## config.mk

```make
export PLATFORM = sky130hd
export DESIGN_NAME = keyboard
export DESIGN_NICKNAME = d
export VERILOG_FILES = /design/src/rtl/kbd_pkg.sv /design/src/rtl/bus_decode.sv /design/src/rtl/key_matrix.sv /design/src/rtl/cpu_intercept.sv /design/src/rtl/keyboard.sv
export SDC_FILE = /design/constraint.sdc
export NUM_CORES = 1
export LEC_CHECK = 0
export BUFFER_PORTS_ARGS = -buffer_cell sky130_fd_sc_hd__clkbuf_2
export CAP_MARGIN = 30
export CORE_ASPECT_RATIO = 1.1
export CORE_MARGIN = 4
export CORE_UTILIZATION = 60
export CTS_BUF_LIST = sky130_fd_sc_hd__clkbuf_16
export CTS_CLUSTER_SIZE = 12
export DETAILED_ROUTE_END_ITERATION = 10
export GPL_TIMING_DRIVEN = 0
export PLACE_DENSITY = 0.9
export SLEW_MARGIN = 0
export SYNTH_ARGS = -nofsm -noshare
export SYNTH_HDL_FRONTEND = slang
export SYNTH_SLANG_ARGS = --single-unit
```

## constraint.sdc

```tcl
create_clock -name wb_clock_i -period 2.05 [get_ports wb_clock_i]
set_input_delay 0.1025 -clock wb_clock_i [delete_from_list [all_inputs] [get_ports wb_clock_i]]
set_output_delay 0.1025 -clock wb_clock_i [all_outputs]
set_load 0.1 [all_outputs]
```

## src/rtl/kbd_pkg.sv

```systemverilog
//~~~~~~~~~~~~~~~~~~~~~~~~~~~~~~~~~~~~~~~~~~~~~~~~~~~~~~~~~~~~~~~~~~~~~~~~~~
// Keyboard block constants: bus widths, matrix size, PIA register codes
//~~~~~~~~~~~~~~~~~~~~~~~~~~~~~~~~~~~~~~~~~~~~~~~~~~~~~~~~~~~~~~~~~~~~~~~~~~

package kbd_pkg;

    // Shared CPU / Wishbone data bus
    localparam int DATA_WIDTH     = 8;

    // Wishbone word address, covers the whole peripheral map
    localparam int WB_ADDR_WIDTH  = 17;

    // Row index bits, also the size of the matrix window
    localparam int KBD_ADDR_WIDTH = 4;

    // PET style matrix has 10 rows of 8 keys
    // Indices 10..15 are holes in the window and read as idle
    localparam int KBD_ROW_COUNT  = 10;

    // PIA register select comes from cpu_addr[1:0]
    localparam int PIA_RS_WIDTH   = 2;

    localparam logic [PIA_RS_WIDTH-1:0] PIA_PORTA = 2'd0;   // Row select output
    localparam logic [PIA_RS_WIDTH-1:0] PIA_PORTB = 2'd2;   // Column sense input

    // Pressed key pulls its bit low, so a quiet row is all ones
    localparam logic [DATA_WIDTH-1:0] KEY_ROW_IDLE = {DATA_WIDTH{1'b1}};

endpackage : kbd_pkg

```

## src/rtl/bus_decode.sv

```systemverilog
//~~~~~~~~~~~~~~~~~~~~~~~~~~~~~~~~~~~~~~~~~~~~~~~~~~~~~~~~~~~~~~~~~~~~~~~~~~
// Wishbone window decode and PIA 1 bus snooping (row select, port B read)
//~~~~~~~~~~~~~~~~~~~~~~~~~~~~~~~~~~~~~~~~~~~~~~~~~~~~~~~~~~~~~~~~~~~~~~~~~~

`timescale 1ns/10ps

module bus_decode #(
    parameter logic [kbd_pkg::WB_ADDR_WIDTH-1:0] WB_BASE = 17'h0_8000
) (
    input  logic                                 wb_clock_i,
    input  logic                                 arst_n_i,

    // Wishbone host side
    input  logic [kbd_pkg::WB_ADDR_WIDTH-1:0]    wb_addr_i,
    input  logic                                 wb_cycle_i,
    input  logic                                 wb_strobe_i,

    // Snooped CPU bus
    input  logic [kbd_pkg::PIA_RS_WIDTH-1:0]     pia1_rs_i,      // cpu_addr[1:0]
    input  logic                                 pia1_cs_i,      // From address decoder
    input  logic                                 cpu_we_i,
    input  logic                                 cpu_valid_strobe_i,
    input  logic                                 cpu_done_strobe_i,
    input  logic [kbd_pkg::DATA_WIDTH-1:0]       cpu_data_i,

    output logic                                 wb_access_o,    // Accepted access this cycle
    output logic [kbd_pkg::KBD_ADDR_WIDTH-1:0]   wb_row_o,
    output logic [kbd_pkg::KBD_ADDR_WIDTH-1:0]   sel_row_o,      // Row the CPU is scanning
    output logic                                 port_b_read_o
);
    import kbd_pkg::*;

    localparam int TAG_LSB = KBD_ADDR_WIDTH;   // Window tag sits above the row bits

    logic wb_hit;
    logic port_a_write;
    logic port_b_rd;

    // Window must be aligned to the 16 row slots
    if (WB_BASE[KBD_ADDR_WIDTH-1:0] != '0) begin : g_base_check
        $error("WB_BASE low bits must be zero");
    end

    // Upper address bits pick the matrix window
    assign wb_hit      = (wb_addr_i[WB_ADDR_WIDTH-1:TAG_LSB] == WB_BASE[WB_ADDR_WIDTH-1:TAG_LSB]);
    assign wb_access_o = wb_hit && wb_cycle_i && wb_strobe_i;
    assign wb_row_o    = wb_addr_i[KBD_ADDR_WIDTH-1:0];   // Word offset = row index

    // PIA 1 accesses that matter to the keyboard
    assign port_a_write =  cpu_we_i && pia1_cs_i && (pia1_rs_i == PIA_PORTA);
    assign port_b_rd    = !cpu_we_i && pia1_cs_i && (pia1_rs_i == PIA_PORTB);

    // Row select follows the CPU even during Wishbone traffic
    // A skipped strobe would lose the write, there is no retry on a snooped bus
    always_ff @(posedge wb_clock_i or negedge arst_n_i) begin
        if (!arst_n_i) begin
            sel_row_o <= '0;
        end else if (cpu_valid_strobe_i && port_a_write) begin
            sel_row_o <= cpu_data_i[KBD_ADDR_WIDTH-1:0];   // Low nibble selects row
        end
    end

    // Port B read window, valid strobe to done strobe
    always_ff @(posedge wb_clock_i or negedge arst_n_i) begin
        if (!arst_n_i) begin
            port_b_read_o <= 1'b0;
        end else if (cpu_done_strobe_i) begin
            port_b_read_o <= 1'b0;                         // End of cycle wins
        end else if (cpu_valid_strobe_i) begin
            port_b_read_o <= port_b_rd;
        end
    end

    // CPU cycle must not end in the cycle the read flag comes up
    a_no_rise_on_done : assert property (
        @(posedge wb_clock_i) disable iff (!arst_n_i)
        $rose(port_b_read_o) |-> !cpu_done_strobe_i
    ) else $error("port_b_read_o rose together with the done strobe");

endmodule : bus_decode

```

## src/rtl/key_matrix.sv

```systemverilog
//~~~~~~~~~~~~~~~~~~~~~~~~~~~~~~~~~~~~~~~~~~~~~~~~~~~~~~~~~~~~~~~~~~~~~~~~~~
// Key matrix row storage, Wishbone slave port and CPU side row read stage
//~~~~~~~~~~~~~~~~~~~~~~~~~~~~~~~~~~~~~~~~~~~~~~~~~~~~~~~~~~~~~~~~~~~~~~~~~~

`timescale 1ns/10ps

module key_matrix (
    input  logic                                 wb_clock_i,
    input  logic                                 arst_n_i,

    // Wishbone, already qualified by the decoder
    input  logic                                 wb_access_i,
    input  logic [kbd_pkg::KBD_ADDR_WIDTH-1:0]   wb_row_i,
    input  logic                                 wb_we_i,
    input  logic [kbd_pkg::DATA_WIDTH-1:0]       wb_data_i,
    output logic [kbd_pkg::DATA_WIDTH-1:0]       wb_data_o,
    output logic                                 wb_ack_o,

    // CPU side row read
    input  logic [kbd_pkg::KBD_ADDR_WIDTH-1:0]   sel_row_i,
    output logic [kbd_pkg::DATA_WIDTH-1:0]       row_data_o
);
    import kbd_pkg::*;

    // One byte per row, bit low = key down
    logic [DATA_WIDTH-1:0] rows [KBD_ROW_COUNT];
    logic [DATA_WIDTH-1:0] wb_rd_value;
    logic [DATA_WIDTH-1:0] sel_rd_value;

    // Row lookup, idle value for the unused slots 10..15
    function automatic logic [DATA_WIDTH-1:0] row_lookup(
        input logic [KBD_ADDR_WIDTH-1:0] idx
    );
        logic [DATA_WIDTH-1:0] value;
        value = KEY_ROW_IDLE;
        for (int i = 0; i < KBD_ROW_COUNT; i++) begin
            if (idx == KBD_ADDR_WIDTH'(i)) begin
                value = rows[i];
            end
        end
        return value;
    endfunction

    assign wb_rd_value  = row_lookup(wb_row_i);
    assign sel_rd_value = row_lookup(sel_row_i);

    // Host writes the matrix, writes to missing rows fall through the loop
    always_ff @(posedge wb_clock_i or negedge arst_n_i) begin
        if (!arst_n_i) begin
            for (int i = 0; i < KBD_ROW_COUNT; i++) begin
                rows[i] <= KEY_ROW_IDLE;                   // Nothing pressed
            end
        end else if (wb_access_i && wb_we_i) begin
            for (int i = 0; i < KBD_ROW_COUNT; i++) begin
                if (wb_row_i == KBD_ADDR_WIDTH'(i)) begin
                    rows[i] <= wb_data_i;
                end
            end
        end
    end

    // Single cycle ack for every accepted access
    always_ff @(posedge wb_clock_i or negedge arst_n_i) begin
        if (!arst_n_i) begin
            wb_ack_o <= 1'b0;
        end else begin
            wb_ack_o <= wb_access_i;
        end
    end

    // Read data, held until the next read
    always_ff @(posedge wb_clock_i) begin
        if (wb_access_i && !wb_we_i) begin
            wb_data_o <= wb_rd_value;
        end
    end

    // First CPU pipeline stage
    // Frozen while the host owns the cycle
    always_ff @(posedge wb_clock_i or negedge arst_n_i) begin
        if (!arst_n_i) begin
            row_data_o <= KEY_ROW_IDLE;                    // Row 0 after reset, idle
        end else if (!wb_access_i) begin
            row_data_o <= sel_rd_value;
        end
    end

    // Back to back acks need back to back accesses
    a_ack_single : assert property (
        @(posedge wb_clock_i) disable iff (!arst_n_i)
        (wb_ack_o && !wb_access_i) |=> !wb_ack_o
    ) else $error("wb_ack_o held without a new access");

endmodule : key_matrix

```

## src/rtl/cpu_intercept.sv

```systemverilog
//~~~~~~~~~~~~~~~~~~~~~~~~~~~~~~~~~~~~~~~~~~~~~~~~~~~~~~~~~~~~~~~~~~~~~~~~~~
// CPU bus intercept: registered row data and data output enable
//~~~~~~~~~~~~~~~~~~~~~~~~~~~~~~~~~~~~~~~~~~~~~~~~~~~~~~~~~~~~~~~~~~~~~~~~~~

`timescale 1ns/10ps

module cpu_intercept (
    input  logic                                 wb_clock_i,
    input  logic                                 arst_n_i,
    input  logic                                 wb_access_i,    // Host cycle, hold pipeline
    input  logic [kbd_pkg::DATA_WIDTH-1:0]       row_data_i,
    input  logic                                 port_b_read_i,
    output logic [kbd_pkg::DATA_WIDTH-1:0]       cpu_data_o,
    output logic                                 cpu_data_oe_o   // Overrides the real PIA
);
    import kbd_pkg::*;

    logic key_down;

    // Any cleared bit means a key in this row is held
    assign key_down = (row_data_i != KEY_ROW_IDLE);

    // Second pipeline stage, row value toward the CPU
    always_ff @(posedge wb_clock_i) begin
        if (!wb_access_i) begin
            cpu_data_o <= row_data_i;
        end
    end

    // Enable lines up with cpu_data_o
    // An idle row leaves port B to the PIA, which reads the same all ones
    always_ff @(posedge wb_clock_i or negedge arst_n_i) begin
        if (!arst_n_i) begin
            cpu_data_oe_o <= 1'b0;
        end else if (!port_b_read_i) begin
            cpu_data_oe_o <= 1'b0;       // Never drive past the CPU cycle, even when frozen
        end else if (!wb_access_i) begin
            cpu_data_oe_o <= key_down;
        end
    end

    // No bus contention outside a port B read
    a_oe_needs_read : assert property (
        @(posedge wb_clock_i) disable iff (!arst_n_i)
        !port_b_read_i |=> !cpu_data_oe_o
    ) else $error("cpu_data_oe_o high without a port B read");

endmodule : cpu_intercept

```

## src/rtl/keyboard.sv

```systemverilog
//~~~~~~~~~~~~~~~~~~~~~~~~~~~~~~~~~~~~~~~~~~~~~~~~~~~~~~~~~~~~~~~~~~~~~~~~~~
// Keyboard top: decode, matrix store and CPU intercept stages
//~~~~~~~~~~~~~~~~~~~~~~~~~~~~~~~~~~~~~~~~~~~~~~~~~~~~~~~~~~~~~~~~~~~~~~~~~~

`timescale 1ns/10ps

module keyboard #(
    parameter logic [kbd_pkg::WB_ADDR_WIDTH-1:0] WB_BASE = 17'h0_8000   // Matrix window
) (
    input  logic                                 wb_clock_i,
    input  logic                                 arst_n_i,

    // Wishbone B4 peripheral, no stall
    input  logic [kbd_pkg::WB_ADDR_WIDTH-1:0]    wb_addr_i,
    input  logic [kbd_pkg::DATA_WIDTH-1:0]       wb_data_i,
    output logic [kbd_pkg::DATA_WIDTH-1:0]       wb_data_o,
    input  logic                                 wb_we_i,
    input  logic                                 wb_cycle_i,
    input  logic                                 wb_strobe_i,
    output logic                                 wb_ack_o,

    // CPU bus, snooped
    input  logic [kbd_pkg::PIA_RS_WIDTH-1:0]     pia1_rs_i,
    input  logic                                 pia1_cs_i,
    input  logic                                 cpu_valid_strobe_i,
    input  logic                                 cpu_done_strobe_i,
    input  logic [kbd_pkg::DATA_WIDTH-1:0]       cpu_data_i,
    output logic [kbd_pkg::DATA_WIDTH-1:0]       cpu_data_o,
    output logic                                 cpu_data_oe_o,
    input  logic                                 cpu_we_i
);
    import kbd_pkg::*;

    logic                      wb_access;    // Also the CPU pipeline freeze
    logic [KBD_ADDR_WIDTH-1:0] wb_row;
    logic [KBD_ADDR_WIDTH-1:0] sel_row;
    logic                      port_b_read;
    logic [DATA_WIDTH-1:0]     row_data;

    bus_decode #(
        .WB_BASE (WB_BASE)
    ) i_decode (
        .wb_clock_i         (wb_clock_i),
        .arst_n_i           (arst_n_i),
        .wb_addr_i          (wb_addr_i),
        .wb_cycle_i         (wb_cycle_i),
        .wb_strobe_i        (wb_strobe_i),
        .pia1_rs_i          (pia1_rs_i),
        .pia1_cs_i          (pia1_cs_i),
        .cpu_we_i           (cpu_we_i),
        .cpu_valid_strobe_i (cpu_valid_strobe_i),
        .cpu_done_strobe_i  (cpu_done_strobe_i),
        .cpu_data_i         (cpu_data_i),
        .wb_access_o        (wb_access),
        .wb_row_o           (wb_row),
        .sel_row_o          (sel_row),
        .port_b_read_o      (port_b_read)
    );

    key_matrix i_matrix (
        .wb_clock_i  (wb_clock_i),
        .arst_n_i    (arst_n_i),
        .wb_access_i (wb_access),
        .wb_row_i    (wb_row),
        .wb_we_i     (wb_we_i),
        .wb_data_i   (wb_data_i),
        .wb_data_o   (wb_data_o),
        .wb_ack_o    (wb_ack_o),
        .sel_row_i   (sel_row),
        .row_data_o  (row_data)
    );

    // Two cycles from row select to cpu_data_o
    cpu_intercept i_intercept (
        .wb_clock_i    (wb_clock_i),
        .arst_n_i      (arst_n_i),
        .wb_access_i   (wb_access),
        .row_data_i    (row_data),
        .port_b_read_i (port_b_read),
        .cpu_data_o    (cpu_data_o),
        .cpu_data_oe_o (cpu_data_oe_o)
    );

endmodule : keyboard

```

* Word-level counts from Yosys, hierarchy flattened
Cells that the tools add are included.
W data, S select, Z words.
** Operators by class
- Equal/unequal tests :: 22
- Divide/modulo/power cells :: 0
- $lt $le $gt $ge :: 0
- Bitwise operators :: 0
- $mul :: 0
- Reduce and logical (&&, ||, !) cells :: 25
- Multiplexer cells :: 24
- Shifts and indexed selects :: 0
- Add/subtract/negate cells :: 0
** Operators with widths (number)
- $mux W8 :: 20
- $eq A4 B3 Y1 const B :: 8
- $reduce_and A2 Y1 :: 10
- $eq A4 B2 Y1 const B :: 4
- $eq A4 B4 Y1 const B :: 4
- $eq A13 B12 Y1 const B :: 1
- $logic_and A1 B1 Y1 :: 9
- $eq A4 B1 Y1 const B :: 2
- $logic_not A4 Y1 :: 2
- $ne A8 B8 Y1 const B :: 1
- $mux W1 :: 4
- $eq A2 B2 Y1 const B :: 1
- $logic_not A1 Y1 :: 2
- $logic_not A2 Y1 :: 1
- $ne A2 B2 Y1 const B :: 1
- $reduce_bool A2 Y1 :: 1
** Word-level totals
- Output and inout bits :: 18
- Memories kept :: 0
- Bits in writable memories :: 0
- Bits in read-only memories :: 0
- Logic and storage cells :: 88
- Latch bits :: 0
- Input bits :: 44
- Flip-flop bits (word level) :: 111

* Longest topological paths before layout
- Depth in word-level cells :: 11
- Gate-level depth with buffers :: 7
- Gate-level depth less buffers :: 5

* By module
A second synthesis with hierarchy kept.
** Unflattened totals
- Cells, all modules :: 466
- Area, all modules :: 5980.7 um^2
** Modules (own cells, without submodules)
- key_matrix :: seq. area each 2577.5 um^2, cells an instance 428, area an instance 5387.7 um^2, instances 1
- cpu_intercept :: seq. area each 265.3 um^2, cells an instance 14, area an instance 297.8 um^2, instances 1
- bus_decode :: seq. area each 125.1 um^2, cells an instance 24, area an instance 295.3 um^2, instances 1

* Worst setup path after synthesis
No wires, ideal clock.
- Path kind :: input to register
- Start point :: input wb_addr_i[5] (netlist bit)
- End point :: register i_matrix.wb_data_o[0] (netlist bit), enable pin
- Buffers on the path :: 0
- Stages on the path :: 4
- Data required time :: 1.680 ns
- Data arrival time :: 1.334 ns
- Setup slack :: 0.346 ns
- Library setup time :: 0.370 ns
- Cell sequence :: nor4_4 > and4_2 > inv_1 > nor2_1
** Between the ends
- Word-level cells in the longest chain between the ends :: 4
** RTL lines
- from (decl) :: line keyboard.sv:14 : input logic [kbd_pkg::WB_ADDR_WIDTH-1:0] wb_addr_i,
- $eq A13 B12 Y1 :: line bus_decode.sv:45 : assign wb_hit = (wb_addr_i[WB_ADDR_WIDTH-1:TAG_LSB] == WB_BASE[WB_ADDR_WIDTH-1:TAG_LSB]);
- $logic_and A1 B1 Y1 (2 in a row) :: line bus_decode.sv:46 : assign wb_access_o = wb_hit && wb_cycle_i && wb_strobe_i;
- $logic_and A1 B1 Y1 :: line key_matrix.sv:73 : if (wb_access_i && !wb_we_i) begin
- to (signal assigned) :: line key_matrix.sv:74 : wb_data_o <= wb_rd_value;
- to (decl) :: line key_matrix.sv:16 : output logic [kbd_pkg::DATA_WIDTH-1:0] wb_data_o,
Every way passes these cells.
A chain may end at the register's enable or synchronous reset.

* Final worst setup path
- Start point :: register i_decode.sel_row_o[3] (netlist bit)
- End point :: register i_matrix.row_data_o[7] (netlist bit)
** Between the ends
- Word-level cells in the longest chain between the ends :: 11
- Elaborated cells on any way between the ends :: 20
- Classes of those cells :: eq/ne: 9; mux: 10; reduce/logical: 1
** RTL lines
- from (decl) :: line bus_decode.sv:28 : output logic [kbd_pkg::KBD_ADDR_WIDTH-1:0] sel_row_o,
- from (signal assigned) :: line bus_decode.sv:59 : sel_row_o <= cpu_data_i[KBD_ADDR_WIDTH-1:0];
- $logic_not A4 Y1 :: line key_matrix.sv:37 : if (idx == KBD_ADDR_WIDTH'(i)) begin
- $mux W8 (9 in a row) :: line key_matrix.sv:37
- $mux W8 (*) :: line key_matrix.sv:37
- to (signal assigned) :: line key_matrix.sv:84 : row_data_o <= sel_rd_value;
- to (decl) :: line key_matrix.sv:21 : output logic [kbd_pkg::DATA_WIDTH-1:0] row_data_o
Mark *: on every way between the ends. The rest lies on a longest branch, timed or not.

==> metrics.sh <==
PLACE.DETAILED.INSTANCES=668
FINISH.NET_COUNT=611
GRT.OVERFLOW.TOTAL=0
GRT_START_MAX_NET_PINS=55
SYNTH_SEQ_CELLS=111
HOLD_PATH.CLASS='in2reg'
POSTROUTEANTENNANETS=0
FINAL_PERIOD_MINUS_WORST_SETUP_SLACK_NS=1.95
FINAL-INSTANCE-COUNT-EXCL-FILL=692
IO_PINS=62
SYNTH_SEQUENTIAL_AREA_RATIO=0.480
WORSTSKEWPAIRLATENCY_NS=0.35
ASYNC_FLOP_SHARE=0.856
DP_HPWL_UM=12400
COREAREA_UM2=9980
DIE_X_UM=105
HOLDPATHSTAGES=3
ITERATION_COUNT_OF_THE_INITIAL_DETAILED_ROUTING_PASS=5
CTS.REPORTEDPATHS.CLKPINSLEW_NS=0.07
TIMING_HOLD_VIOLATIONS_FINAL=0
DIE_H_UM=114
CLOCK-ROOT-BUFFER='clkbuf_16'
REG2REG_SLACK_NS=0.10
TIMING.CRITICAL_PATH.ARRIVAL_NS=2.22
YS_WARNS=0
CTS_HTREE_LEVELS=3
YOSYS_MOST_USED_DFF='dfstp_2'
TOTAL_LEAKAGE_POWER_nW=2.80
CRITPATHCAPTURETYPE='flop'
DETAIL_ROUTE.VIAS_PER_CELL=6.79
FLOORPLAN.DIE_AREA_UM2=12000
WORST-SLEW-PIN-TRANSITION_NS=1.08
NETLIST.AREA_LEADER.SHARE=0.374
FINALCRITPERIODSHARE=0.949
FINAL.SETUP_SKEW_NS=0.00550
TIMING.FINAL.SETUP_VIOLATIONS=0
GRT_FIRST_PASS_WIRELENGTH_UM=27200
IO_BUFFER_COUNT=47
DETAIL_ROUTE.WIRELENGTH_UM=17100
FINISH.INSTANCE_AREA_UM2=7000
YOSYSUNIQUECELLTYPES=63
REGTOREGSTARTPOINT='i_decode.sel_row_o[3]'
STATUS='complete, no violations'
FLOORPLAN.ROWS=38
RR_WORST_DEPTH=6
SYNTH_CELLS=500
CRITICAL_PATH_PEAK_FANOUT=10
DETAILEDROUTE.FIRSTITERATIONVIOLATIONS=401
WORSTSETUPSTARTPOINTTYPE='flop'
SYN_TO_FINAL_GROWTH_PCT=13.2
SYNTHTOPCELLSBYCOUNT='dfstp_2, mux2_2, a21oi_1'
DETAIL_ROUTE.DRC_VIOLATIONS=0
HOLDCRITSTARTPOINT='pia1_rs_i[1]'
ROUTED-VIA-COUNT=4696
SYNTHESIS.NETS=544
YS_TOP_CELLS_BY_AREA='dfstp_2, mux2_2, edfxtp_1, dfrtp_1, mux2i_1'
TIMING_WORST_SETUP_PATH_TYPE='reg2reg'
PLACE.GP.CONGESTION=0.949
DPL_CELL_AREA_UM2=6600
REPORT.FINAL.SLEW_VIOL_COUNT=0
GRT_ANTENNA_BEFORE_REPAIR=0
INITIAL_UTILIZATION=0.619
POWER.DENSITY_nW_PER_UM2=897
CP.REQUIRED_NS=2.32
GRT_PASS1_VIAS=4946
CTS_MADE_BUFFERS=9
MAXCAPVIOLCOUNT=0
SYNTH_AREA_UM2=6180
WORSTREG2REGEND='i_matrix.row_data_o[7]'
TRITONCTS='yes'
POST-SYNTH-TOP-COUNT-CELL='dfstp_2'
SYN-MEAN-INSTANCE-AREA_UM2=12.4
SYNTH_AREA_LEADER_CELL='dfstp_2'
NUMBER_OF_SYNTHESIZED_FLOPS_WITH_AN_ENABLE_PIN=16
MAXIMUM_VDD_DROP_uV=1340
AVGROUTEDWIREPERCELL_UM=24.8
SETUP_REPAIR_AFTER_GLOBAL_ROUTING_MISSED_ITS_MARGIN='false'
TIMING.HOLD.WORST_ENDPOINT='i_decode.port_b_read_o'
DRIVE_ABOVE_1_SHARE=0.516
MAX_SLEW_MARGIN=0.274
CTS.PATH.MAX_BUFFERS=2
FMAX_MHz=514
N_DIODES=0
GRTUSAGETOTAL=0.297
NUMCLOCKSINKS=111
==> timing repair <==
action	CTS	global route
hold buffers	6	0
setup buffers	2	0
resized for setup	6	8
endpoints found under the hold margin	12	0
setup endpoints to repair	7	15
==> layer usage <==
layer / track usage / wire (um) / up-vias
li1: - / - / 2034
met1: 0.374 / 6770 / 2348
met2: 0.484 / 8280 / 255
met3: 0.0581 / 1290 / 59
met4: 0.167 / 804 / 0
met5: 0 / 0 / -
==> through the flow <==
step | hold WS, ns | setup TNS (ns) | total power [mW] | setup WS, ns | util
5_1_grt | 0.0525 | 0 | 6.49 | 0.0102 | 0.701
4_1_cts | 0.0178 | 0 | 6.24 | 0.0953 | 0.700
6_report | 0.0225 | 0 | 6.28 | 0.104 | 0.701
2_1_floorplan | -0.193 | 0 | 3.93 | 0.346 | -
3_5_place_dp | 0.168 | -2.17 | 4.40 | -0.244 | 0.661
3_3_place_gp | 0.256 | -2.05 | 4.36 | -0.200 | 0.658
==> cell type report <==
cell class / instances / area (um^2)
multi-input cells: 343 / 3030
repair buffers: 56 / 340
flip-flops and latches: 111 / 2970
fillers: 729 / 2990
clock buffers: 9 / 225
well taps: 120 / 150
plain buffers: 36 / 165
clock inverters: 7 / 81.3
inverters: 10 / 37.5
==> how the worst max path moves through the flow <==
| stage | startpoint | end | slack, ns | cells past startpoint |
|---|---|---|---|---|
| finish | i_decode.sel_row_o[3] | i_matrix.row_data_o[7] | 0.10 | 6 |
| global route | i_decode.sel_row_o[3] | i_matrix.row_data_o[3] | 0.01 | 6 |
| CTS | i_decode.sel_row_o[1] | i_matrix.row_data_o[3] | 0.1 | 6 |
| detailed placement | i_decode.sel_row_o[3] | i_matrix.row_data_o[5] | -0.24 | 5 |
| global placement | i_decode.sel_row_o[3] | i_matrix.row_data_o[5] | -0.20 | 5 |
| floorplan | wb_addr_i[5] | i_matrix.wb_data_o[0] | 0.35 | 4 |
==> worst max-delay path, cell delays in order (launching register included) <==
cell and delay, ns:
dfrtp_1 0.40, clkbuf_2 0.23, clkbuf_1 0.28, or3b_2 0.50, nand4_1 0.10, o211ai_1 0.14
o211ai_1 0.23
==> where the power goes <==
part,leakage (nW),internal [mW],switching (mW),total [mW]
Combinational,1.49,0.491,1.32,1.81
Clock,0.161,1.05,0.766,1.82
Sequential,1.16,2.51,0.132,2.64
Total,2.80,4.05,2.22,6.28
==> logic make-up (layout without fill, tap and decap cells) <==
| kind of cell | after synthesis | count (layout) | share of synthesized area |
|---|---|---|---|
| compound gates | 114 | 114 | 0.126 |
| mux | 115 | 115 | 0.220 |
| simple gates | 113 | 113 | 0.141 |
| flops | 111 | 111 | 0.480 |
| buf+inv | 46 | 118 | 0.0318 |
| xor+xnor | 1 | 1 | 0.00142 |
==> registers in the layout, indices dropped and copies added (netlist names) <==
name and count:
i_decode.port_b_read_o 1, i_decode.sel_row_o 4, i_intercept.cpu_data_o 8, i_intercept.cpu_data_oe_o 1, i_matrix.row_data_o 8, i_matrix.rows 80
i_matrix.wb_ack_o 1, i_matrix.wb_data_o 8
==> cell usage in the layout, fill, tap and decap left out, types with 7 or more instances in the layout <==
cell / n
or3b_2: 9
a22oi_1: 8
buf_1: 11
inv_1: 13
clkbuf_1: 8
edfxtp_1: 16
nand2b_1: 9
mux2_4: 8
buf_2: 9
mux2i_1: 16
clkbuf_16: 9
o22ai_1: 16
nor2b_1: 19
o21ai_0: 14
dfrtp_1: 7
clkbuf_2: 52
nor2_1: 14
mux2_2: 84
a21oi_1: 22
dfstp_2: 88
a211oi_1: 13
Power figures use the tool's default switching activity.
